File: src/design/pwo_pkg.sv
// Shared constants and enums of the pointwise polynomial engine, referenced by scoped name
package pwo_pkg;

    // Coefficient format, ML-DSA modulus
    localparam int COEFF_W = 24;
    localparam logic [COEFF_W-1:0] COEFF_Q = 24'd8380417;

    // Polynomial size and memory addressing
    localparam int POLY_N = 256;
    localparam int ADDR_W = 8;

    // Full product of two coefficients
    localparam int PROD_W = 48;

    // Barrett constant floor(2^48 / Q)
    localparam logic [25:0] BARRETT_MU = 26'((64'd1 << PROD_W) / 64'(COEFF_Q));

    // Cycles from a fetch strobe to the matching write strobe into C
    localparam int PIPE_LAT = 4;

    // Pointwise operation selected at start
    typedef enum logic [1:0] {
        PWO_ADD = 2'd0,
        PWO_SUB = 2'd1,
        PWO_MUL = 2'd2
    } pwo_op_e;

    // Address sequencer states
    typedef enum logic [1:0] {
        SEQ_IDLE  = 2'd0,
        SEQ_FETCH = 2'd1,
        SEQ_DRAIN = 2'd2
    } seq_state_e;

endpackage

File: src/design/pwo_sequencer.sv
// Pass controller that latches the operation at start and issues one read address per cycle
`timescale 1ns/10ps

module pwo_sequencer (
    input  logic                       clk,
    input  logic                       rst_n_i,

    // Host command
    input  logic                       start_i,
    input  pwo_pkg::pwo_op_e           op_i,
    input  logic                       acc_i,

    // End of pass from the ALU
    input  logic                       pass_done_i,
    output logic                       busy_o,

    // Fetch stream to the memories and the ALU
    output logic                       fetch_valid_o,
    output logic [pwo_pkg::ADDR_W-1:0] fetch_addr_o,

    // Operation held for the whole pass
    output pwo_pkg::pwo_op_e           op_o,
    output logic                       acc_o
);

    typedef logic [pwo_pkg::ADDR_W-1:0] addr_t;

    pwo_pkg::seq_state_e state_q;
    addr_t               cnt_q;

    always_ff @(posedge clk or negedge rst_n_i) begin
        if (!rst_n_i) begin
            state_q <= pwo_pkg::SEQ_IDLE;
            cnt_q   <= '0;
            op_o    <= pwo_pkg::PWO_ADD;
            acc_o   <= 1'b0;
        end else begin
            case (state_q)
                pwo_pkg::SEQ_IDLE: begin
                    if (start_i) begin
                        state_q <= pwo_pkg::SEQ_FETCH;
                        cnt_q   <= '0;
                        op_o    <= op_i;
                        acc_o   <= acc_i;
                    end
                end
                pwo_pkg::SEQ_FETCH: begin
                    cnt_q <= cnt_q + addr_t'(1);
                    if (cnt_q == addr_t'(pwo_pkg::POLY_N - 1)) begin
                        state_q <= pwo_pkg::SEQ_DRAIN;
                    end
                end
                pwo_pkg::SEQ_DRAIN: begin
                    // Pipeline still writing the last addresses into C
                    if (pass_done_i) begin
                        state_q <= pwo_pkg::SEQ_IDLE;
                    end
                end
                default: begin
                    state_q <= pwo_pkg::SEQ_IDLE;
                end
            endcase
        end
    end

    // Busy covers the cycle in which pass_done arrives, since DRAIN is left on it
    assign busy_o        = (state_q != pwo_pkg::SEQ_IDLE);
    assign fetch_valid_o = (state_q == pwo_pkg::SEQ_FETCH);
    assign fetch_addr_o  = cnt_q;

endmodule

File: config.mk
export PLATFORM = sky130hd
export DESIGN_NAME = pwo_sequencer
export DESIGN_NICKNAME = d
export VERILOG_FILES = /design/src/design/pwo_pkg.sv /design/src/design/pwo_sequencer.sv
export SDC_FILE = /design/constraint.sdc
export NUM_CORES = 1
export LEC_CHECK = 0
export ABC_AREA = 1
export BUFFER_PORTS_ARGS = -buffer_cell sky130_fd_sc_hd__buf_2
export CORE_UTILIZATION = 45
export CTS_BUF_LIST = sky130_fd_sc_hd__clkbuf_16
export DETAILED_ROUTE_END_ITERATION = 8
export PLACE_DENSITY_LB_ADDON = 0.2
export SYNTH_ARGS = -nofsm -noshare
export SYNTH_HDL_FRONTEND = slang
export SYNTH_SLANG_ARGS = --single-unit
File: constraint.sdc
create_clock -name clk -period 1.7 [get_ports clk]
set_clock_uncertainty 0.15 [all_clocks]
set_input_delay 0.425 -clock clk [delete_from_list [all_inputs] [get_ports clk]]
set_output_delay 0.425 -clock clk [all_outputs]
set_load 0.01 [all_outputs]
==> out/metrics.cfg, run 1 <==
[global_route]
globalRouteOverflowTotal=0
grt_max_degree=14
grt_pass1_wl_mm=2.20
grt_pass1_vias=521
antenna_found_initial=0
grtUsageTotal_pct=21.0

[power_and_ir_drop]
comb_power_share_pct=2.3
p_int_w=0.000630
pwr-share-clk_pct=57.2
seqPwrFrac_pct=40.5
vdd_ir_drop_max_mv=0.475
power_density_mw_per_mm2=879
p_sw_w=0.000137
power_leakage_nw=0.496
sw_frac_of_total_pct=17.9

[cts]
cts_buffer_depth=2
cts_root_buf=clkbuf_16
worstSkewPairLatency_ns=0.24
htree_levels=1
cts_made_buffers=3
clkSlewWorstSetupHoldPaths_ns=0.05
cts_setup_buffers=0
cts.sinks=13
cts_tree=done

[layout]
diodes=0
syn2layout_area_growth_pct=31.5
final_cells=126
most-common-layout-cells=30 x nand2_1, 19 x buf_2, 13 x dfrtp_1, 12 x nand3_1, 10 x inv_1
utilization_pct=65.4
drive_gt1_share_pct=25.2
layout_commonest_cell=nand2_1
fin_nets=120

[route]
drt_iter0_drc=17
wl_per_cell_um=11.7
remaining_drc_errors=0
wl_mm=1.48
wl_met1_um=678
ant_nets=0
top_layer=met4
firstDrtPassIters=4
num_vias=647
viasPerCell=5.13
wl_met2_um=730
wl_met3_um=54

[sta]
tightest_slew_ns=0.344
setup_slack_ns=0.0733
rsz0062_at_grt=no
timing.fmax_mhz=615
finalHoldViolCount=0
layout_min_cycle_time_ns=1.63
slew_viol_final=0
finalSetupViolCount=0
maxSlewHeadroom_pct=77.0
post-route-period-util_pct=95.7
tns_ns=0

[flow_run]
drv_cap=0

[floorplan]
die-width_um=40.4
dieArea_mm2=0.00163
io_pins=20
core_region_area_mm2=0.00133
start_util_pct=49.7
rows=13
die_h_um=40.4

[worst_hold_path]
hold_class=in2reg

[placed_design]
gp_congestion=0.749
dp_hpwl_mm=1.02
io_buffers=19
post-place-cells=121
place_ws_ns=0.302

[synth]
yosys-top-cells-area=dfrtp_1 49%, nand2_1 17%, nand3_1 9.1%
yosys.area.top_type=dfrtp_1
synth-seq-cells=13
yosys.area.top_type_share_pct=49.1
yosysWarnings=0
syn_nets=95
yosysSeqAreaShare_pct=49.1
synthCells=87
syn_area_per_cell_um2=7.62
netlist_area_um2=663
synth.distinct_cells=16

[setup_path]
required_ns=1.12
crit_fanout=5
crit_path_end_kind=output pin
worstPathArrival_ns=1.05
criticalPathCategory=reg2out
start_kind=flop

[run_status]
status=complete, no violations

==> layout make-up <==
class                           count  area, um^2
Multi-Input combinational cell     62         294
Clock inverter                      1        5.00
Timing Repair Buffer               21         113
Tap cell                           15        18.8
Clock buffer                        3        75.1
Inverter                           11        41.3
Sequential cell                    13         325
Fill cell                         110         462
==> sequential cells by signal, summed over array words and instances, names as in the netlist <==
| signal | cells |
|---|---|
| acc_o | 1 |
| fetch_addr_o | 8 |
| op_o | 2 |
| state_q | 2 |
==> power groups by stage <==
stage                     sequential (W)  clock (W)  combinational (W)
after detailed placement        0.000315          0          0.0000163
final                           0.000310   0.000439          0.0000178
after global routing            0.000310   0.000459          0.0000205
after CTS                       0.000310   0.000443          0.0000181
after global placement          0.000315          0          0.0000160
after floorplan                 0.000315          0         0.00000163
==> through the flow <==
| stage | cell area, um^2 | total power, W | hold slack [ns] |
|---|---|---|---|
| 6_report | 872 | 0.000767 | 0.270 |
| 5_1_grt | 872 | 0.000790 | 0.296 |
| 4_1_cts | 867 | 0.000771 | 0.273 |
| 3_5_place_dp | 777 | 0.000331 | 0.180 |
| 3_3_place_gp | 777 | 0.000331 | 0.178 |
| 2_1_floorplan | 663 | 0.000317 | -0.0206 |
==> worst max-delay path: stages (launching register included) <==
cell and delay (ns):
dfrtp_1 0.46, nor2_4 0.17, inv_1 0.05, buf_2 0.13
==> kinds of logic (layout without fill, tap and decap cells) <==
| kind of cell | count (synthesis) | after routing | synth area share (%) |
|---|---|---|---|
| compound gates | 7 | 7 | 5.28 |
| fa+ha+maj | 1 | 1 | 1.89 |
| buf+inv | 12 | 36 | 7.36 |
| flops | 13 | 13 | 49.1 |
| simple gates | 54 | 54 | 36.4 |
==> layer usage <==
metal  up-vias  global-route usage, %
met2        22                   34.9
met5         -                      0
met1       296                   26.1
met3         2                   5.00
li1        327                      -
met4         0                   7.50
==> synth_stat cells <==
| master | count |
|---|---|
| nor2_2 | 1 |
| nand2_1 | 30 |
| inv_1 | 10 |
| nand2_2 | 1 |
| buf_4 | 1 |
| o21ai_0 | 1 |
| dfrtp_1 | 13 |
| ha_1 | 1 |
| nand4_1 | 3 |
| nand3_1 | 12 |
| nor2_4 | 1 |
| inv_2 | 1 |
| o21ai_1 | 4 |
| a21oi_1 | 2 |
| nor2_1 | 5 |
| nand3b_1 | 1 |
==> final timing paths <==
kind | startpoint | endpoint | slack [ns] | cells after the start
hold / removal | acc_i | acc_o | 0.27 | 3
hold reg to reg | op_o[1] | op_o[1] | 0.31 | 2
min in group asynchronous | rst_n_i | fetch_addr_o[1] | 0.46 | 2
setup reg to reg | fetch_addr_o[1] | state_q[0] | 0.33 | 6
max in group asynchronous | rst_n_i | fetch_addr_o[6] | 0.71 | 2
setup / recovery | state_q[1] | busy_o | 0.07 | 3
==> repair_timing <==
item                                   4_1_cts  5_1_grt
endpoints found under the hold margin       13        0
hold buffers                                 1        0
resized for setup                            0        1
setup endpoints to repair                    0        1
Note: power is estimated with default switching activity, not from simulation.
==> run 2, diff against run 1 <==
Settings changed: ABC_AREA 1 to default.
==> run 2 against run 1 <==
  * Sequential power grew 88%
  * Via count shrank 14%
  * Non-clock buffer count grew 9
  * Critical endpoint is now fetch_valid_o
  * Final cell count shrank 20%
  * Register-to-register slack lost 0.25 ns
  * Flip-flop and latch count is the same
  * Critical path depth is the same
  * Area after synthesis shrank 4.5%
  * Critical path type unchanged
  * Cell area grew 2.9%
  * Worst setup slack lost 0.065 ns
  * Fmax shrank 3.9%
==> out/metrics.cfg, run 2 <==
[placed_design]
dp_hpwl_um=871  ; -14%
place_area_um2=739  ; -4.8%
io_buffers=19  ; unchanged
gp_congestion=0.730  ; -2.6%
post-place-cells=88  ; -27%
place_ws_ns=0.0541  ; -0.248 ns

[sta]
finalHoldViolCount=0  ; unchanged
slew_viol_final=0  ; unchanged
setup_slack_ns=0.00813  ; -0.0652 ns
timing.fmax_mhz=591  ; -3.9%
layout_min_cycle_time_ns=1.69  ; +0.0652 ns
post-route-period-util_pct=99.5  ; +3.8 points
finalSetupViolCount=0  ; unchanged
maxSlewHeadroom_pct=77.9  ; +0.93 points
rsz0062_at_grt=yes
tightest_slew_ns=0.327  ; -0.0168 ns

[power_and_ir_drop]
sw_frac_of_total_pct=34.0  ; +16 points
power_w=0.00163  ; +110%
comb_power_share_pct=36.8  ; +35 points
power_density_mw_per_mm2=1810  ; +110%
vdd_ir_drop_max_mv=0.928  ; +95%
p_sw_w=0.000553  ; +300%
power_leakage_nw=0.445  ; -10%
seqPwrFrac_pct=35.9  ; -4.6 points
pwr-share-clk_pct=27.4  ; -30 points
p_int_w=0.00107  ; +70%

[synth]
yosysSeqAreaShare_pct=51.4  ; +2.3 points
synthTopCellsByCount=13 x dfrtp_1, 6 x nand2_1, 3 x mux2_4, 3 x nand3_1
synthCells=54  ; -38%
netlist_area_um2=633  ; -4.5%
synth-main-ff-cell=dfrtp_1
synth.distinct_cells=25  ; +9
yosysWarnings=0  ; unchanged
yosys.area.top_type=dfrtp_1
synth_edf_count=0  ; unchanged
syn_nets=62  ; -35%
synth-seq-cells=13  ; unchanged
yosys.area.top_type_share_pct=51.4  ; +2.3 points
yosysMostFrequentCell=dfrtp_1
async_flop_share_pct=100  ; unchanged
yosys-top-cells-area=dfrtp_1 51%, mux2_4 7.1%, buf_6 3.6%
syn_area_per_cell_um2=11.7  ; +54%

[setup_path]
cp_slowest_cell=dfrtp_1
required_ns=1.12  ; about the same
crit_fanout=5  ; unchanged
r2r_slack_ns=0.08  ; -0.25 ns
r2r_cells=4  ; -2
r2r_start=state_q[0]
r2r-end=fetch_addr_o[6]
crit_path_end_kind=output pin
criticalPathCategory=reg2out
worstPathArrival_ns=1.12  ; +0.07 ns
cp_slowest_stage_delay_ns=0.41  ; -0.05 ns
start_kind=flop
crit_chain=or2b_1 -> inv_2 -> buf_6

[cts]
cts.sinks=13  ; unchanged
worstSkewPairLatency_ns=0.24  ; about the same
cts_root_buf=clkbuf_16
cts_buffer_depth=2  ; unchanged
cts_tree=done
clkSlewWorstSetupHoldPaths_ns=0.04  ; about the same
cts_made_buffers=3  ; unchanged
htree_levels=1  ; unchanged

[global_route]
grt_pass1_wl_mm=1.84  ; -17%
globalRouteOverflowTotal=0  ; unchanged
grtUsageTotal_pct=19.6  ; -1.4 points
grt_pass1_vias=430  ; -17%
antenna_found_initial=0  ; unchanged
grt_max_degree=14  ; unchanged

[layout]
final_cell_area_um2=897  ; +2.9%
syn2layout_area_growth_pct=41.7
layout_commonest_cell=buf_2
fillerInstances=103  ; -6.4%
seq_area_um2=325  ; unchanged
drive_gt1_share_pct=48.8  ; +24 points
final_cells=101  ; -20%
largest_reg_flops=8  ; unchanged
fin_nets=95  ; -21%
multi_input_area_um2=280  ; -4.7%
diodes=0  ; unchanged
most-common-layout-cells=18 x buf_2, 13 x dfrtp_1, 10 x buf_4, 6 x nand2_1
utilization_pct=68.9  ; +3.6 points

[floorplan]
core_region_area_mm2=0.00130  ; -2.4%
rows=13  ; unchanged
start_util_pct=48.7  ; -1.1 points
dieArea_mm2=0.00156  ; -4.3%
die_h_um=39.5  ; -2.2%
die-width_um=39.5  ; -2.2%
io_pins=20  ; unchanged

[run_status]
status=complete, no violations

[worst_hold_path]
min_to=acc_o
hold_class=in2reg
min_path_cells=2  ; -1
hp-start=acc_i

[route]
remaining_drc_errors=0  ; unchanged
ant_nets=0  ; unchanged
wl_mm=1.39  ; -5.7%
viasPerCell=5.51  ; +7.4%
wl_per_cell_um=13.8  ; +18%
firstDrtPassIters=4  ; unchanged
num_vias=557  ; -14%
drt_iter0_drc=4  ; -13

[flow_run]
drv_cap=0  ; unchanged

==> run 2: changes by cell type after synthesis, sizes merged, moves of 3 or more <==
cell and delta:
nand2 -25, inv -9, nand3 -9, nor2 -6, mux2 +4, nand4 -3
o21ai -3
==> run 2: per-layer routing <==
layer  vias to the layer above  track usage (%)  routed length (um)
met4                         0             15.5                  36
met5                         -                0                   0
li1                        268                -                   -
met3                         5             8.52                  91
met2                        20             26.6                 618
met1                       264             23.7                 645
==> run 2: power by group through the flow <==
stage,Combinational (W),Sequential (W),Clock (W)
global route,0.000657,0.000605,0.000467
CTS,0.000592,0.000582,0.000451
detailed placement,0.000575,0.000585,0
global placement,0.000559,0.000585,0
finish,0.000598,0.000583,0.000445
floorplan,0.000303,0.000631,0
==> run 2: kinds of logic after synthesis <==
family	synth area share, %
flip-flops	51.4
AND/OR/NAND/NOR	14.8
AO/OA/AOI/OAI	18.2
multiplexers	8.89
adder cells (fa/ha/maj)	1.98
buffers and inverters	4.74
==> run 2: through the flow <==
stage | setup TNS [ns] | hold slack [ns]
6_report | 0 | 0.265
5_1_grt | -0.0324 | 0.265
4_1_cts | 0 | 0.263
3_5_place_dp | 0 | 0.177
3_3_place_gp | 0 | 0.177
2_1_floorplan | 0 | -0.0206
==> run 2: timing repair <==
action | CTS | global route
setup endpoints to repair | 1 | 5
buffers inserted | 6 | 2
hold endpoints to repair | 13 | 0
hold buffers | 1 | 0
gates resized for setup | 0 | 3
==> run 2: layout make-up <==
cell class	instances	area share [%]
Clock inverter	1	0.418
Tap cell	15	2.09
Multi-Input combinational cell	37	31.2
Clock buffer	3	8.37
Timing Repair Buffer	30	20.8
Inverter	2	0.837
Sequential cell	13	36.3
==> run 2: worst max-delay path, delay by kind of cell, from the launching register on <==
kind / cells / cell delay, ns
buf+inv: 2 / 0.19
flops: 1 / 0.41
simple gates: 1 / 0.28
==> run 2: worst max-delay path by stage <==
stage                    end       start  cells past startpoint  slack (ns)
2_1_floorplan          acc_o  state_q[0]                      4        0.15
3_3_place_gp         op_o[1]     start_i                      3        0.07
3_5_place_dp         op_o[1]     start_i                      3        0.05
4_1_cts        fetch_valid_o  state_q[0]                      3       0.008
5_1_grt        fetch_valid_o  state_q[0]                      3       -0.02
6_report       fetch_valid_o  state_q[0]                      3       0.008
==> run 3, diff against run 2 <==
==> constraint.sdc (replaced) <==
create_clock -name clk -period 1.7 [get_ports clk]
set_clock_uncertainty 0.15 [all_clocks]
set_input_delay 0.17 -clock clk [delete_from_list [all_inputs] [get_ports clk]]
set_output_delay 0.17 -clock clk [all_outputs]
set_load 0.01 [all_outputs]
==> run 3 against run 2 <==
  * Cell area fell by 7.7%
  * First-iteration DRC count rose by 25%
  * Register-to-register slack gained 0.06 ns
  * Utilization shrank 5.3 points
  * Fmax grew 8.4%
  * Power decreased by 2.4%
  * Final cell count down 7.9%
  * Non-clock buffer count fell by 8
  * Largest cell class unchanged
==> out/metrics.cfg, run 3 (synthesis results as in run 2) <==
[global_route]
grt_pass1_wl_mm=1.87  ; +1.9%
grt_max_degree=14  ; unchanged
globalRouteOverflowTotal=0  ; unchanged
antenna_found_initial=0  ; unchanged
grt_pass1_vias=430  ; unchanged
grtUsageTotal_pct=18.9  ; -0.78 points

[layout]
drive_gt1_share_pct=41.0  ; -7.8 points
layout_commonest_cell=buf_2
multi_input_area_um2=278  ; -0.89%
fin_nets=87  ; -8.4%
most-common-layout-cells=19 x buf_2, 13 x dfrtp_1, 6 x nand2_1
syn2layout_area_growth_pct=30.8
largest_reg_flops=8  ; unchanged
fillerInstances=119  ; +16%
seq_area_um2=325  ; unchanged
diodes=0  ; unchanged

[setup_path]
cp_slowest_cell=dfrtp_1
required_ns=1.67  ; +0.55 ns
criticalPathCategory=reg2reg
cp_slowest_stage_delay_ns=0.41  ; about the same
start_kind=flop
critPathTopFamily=flip-flops
crit_buf_inv=0  ; -2
crit_chain=ha_1 -> nand3_1 -> mux2_2 -> a22o_2
crit_path_end_kind=flop
r2r_start=fetch_addr_o[0]
worstPathArrival_ns=1.53  ; +0.41 ns
crit_start=fetch_addr_o[0]
crit_fanout=5  ; unchanged

[cts]
cts_made_buffers=3  ; unchanged
cts_setup_buffers=0  ; -6
cts_root_buf=clkbuf_16
cts.sinks=13  ; unchanged
clkSlewWorstSetupHoldPaths_ns=0.04  ; about the same
worstSkewPairLatency_ns=0.24  ; about the same
htree_levels=1  ; unchanged
cts_tree=done
cts_buffer_depth=2  ; unchanged

[floorplan]
dieArea_mm2=0.00156  ; unchanged
die_h_um=39.5  ; unchanged
die-width_um=39.5  ; unchanged
start_util_pct=48.7  ; unchanged
rows=13  ; unchanged
core_region_area_mm2=0.00130  ; unchanged
io_pins=20  ; unchanged

[power_and_ir_drop]
power_density_mw_per_mm2=1920  ; +5.7%
power_leakage_nw=0.402  ; -9.8%
p_int_w=0.00105  ; -1.8%
seqPwrFrac_pct=37.1  ; +1.2 points
vdd_ir_drop_max_mv=0.971  ; +4.6%
power_w=0.00159  ; -2.4%
sw_frac_of_total_pct=33.6  ; -0.40 points
pwr-share-clk_pct=27.0  ; -0.4 points
p_sw_w=0.000534  ; -3.5%
comb_power_share_pct=35.9  ; -0.9 points

[route]
ant_nets=0  ; unchanged
firstDrtPassIters=4  ; unchanged
drt_iter0_drc=5  ; +1
viasPerCell=5.37  ; -2.7%
wl_mm=1.23  ; -12%
wl_per_cell_um=13.2  ; -3.9%
num_vias=499  ; -10%
remaining_drc_errors=0  ; unchanged

[placed_design]
dp_hpwl_um=884  ; +1.4%
gp_congestion=0.747  ; +2.3%
io_buffers=19  ; unchanged

[sta]
tightest_slew_ns=0.338  ; +0.0105 ns
finalHoldViolCount=0  ; unchanged
slew_viol_final=0  ; unchanged
timing.fmax_mhz=641  ; +8.4%
layout_min_cycle_time_ns=1.56  ; -0.131 ns
post-route-period-util_pct=91.8  ; -7.7 points
finalSetupViolCount=0  ; unchanged
rsz0062_at_grt=no
maxSlewHeadroom_pct=77.4  ; -0.47 points
tns_ns=0  ; unchanged

[worst_hold_path]
hold_class=in2reg
hp-start=acc_i

[flow_run]
drv_cap=0  ; unchanged

[run_status]
status=complete, no violations

==> run 3: cell types whose count changed in the layout (fill, tap and decap cells not counted) <==
cell	delta
buf_4	-8
buf_2	+1
or3b_4	-1
inv_1	+1
or3b_1	+1
inv_2	-1
buf_6	-1
==> run 3: worst paths after layout <==
check / end / slack, ns / cells past startpoint
worst min register to register: op_o[0] / 0.36 / 1
worst max-delay path: fetch_addr_o[4] / 0.14 / 4
worst min-delay path: acc_o / 0.02 / 2
min in group asynchronous: acc_o / 0.20 / 2
max in group asynchronous: fetch_addr_o[6] / 0.98 / 2
worst max register to register: fetch_addr_o[4] / 0.14 / 4
==> run 3: what timing repair did <==
action / 4_1_cts / 5_1_grt
hold buffers: 1 / 0
hold endpoints to repair: 13 / 0
resized for setup: 0 / 0
==> run 3: power by group through the flow <==
stage / logic, W / registers [W] / clock network [W]
6_report: 0.000571 / 0.000589 / 0.000428
5_1_grt: 0.000643 / 0.000614 / 0.000454
4_1_cts: 0.000579 / 0.000590 / 0.000435
3_5_place_dp: 0.000574 / 0.000589 / 0
3_3_place_gp: 0.000563 / 0.000587 / 0
2_1_floorplan: 0.000303 / 0.000631 / 0
==> run 3: layout make-up <==
cell class	instances	share of cell area (%)
Clock buffer	3	9.06
Tap cell	15	2.27
Timing Repair Buffer	22	14.5
Clock inverter	1	0.453
Inverter	2	0.906
Multi-Input combinational cell	37	33.5
Sequential cell	13	39.3
==> run 3: through the flow <==
stage / hold WS (ns) / std cells / area [um^2] / worst slack (ns) / util, %
finish: 0.0170 / 93 / 828 / 0.139 / 63.7
global route: 0.0161 / 93 / 828 / 0.0654 / 63.7
CTS: 0.0143 / 93 / 828 / 0.143 / 63.7
detailed placement: -0.0806 / 88 / 739 / 0.149 / 56.8
global placement: -0.0796 / 88 / 739 / 0.159 / 56.8
floorplan: -0.276 / 54 / 633 / 0.151 / -
==> run 3: layer usage <==
| metal | wire [um] | track usage [%] |
|---|---|---|
| met2 | 541 | 28.7 |
| met5 | 0 | 0 |
| met3 | 70 | 6.82 |
| met1 | 608 | 22.6 |
| met4 | 10 | 10.3 |
==> run 3: worst register-to-register path, delay by kind of cell, from the launching register on <==
family          cells  cell delay, ns
simple gates        1            0.09
flops               1            0.41
mux                 1            0.33
fa+ha+maj           1            0.26
compound gates      1            0.20
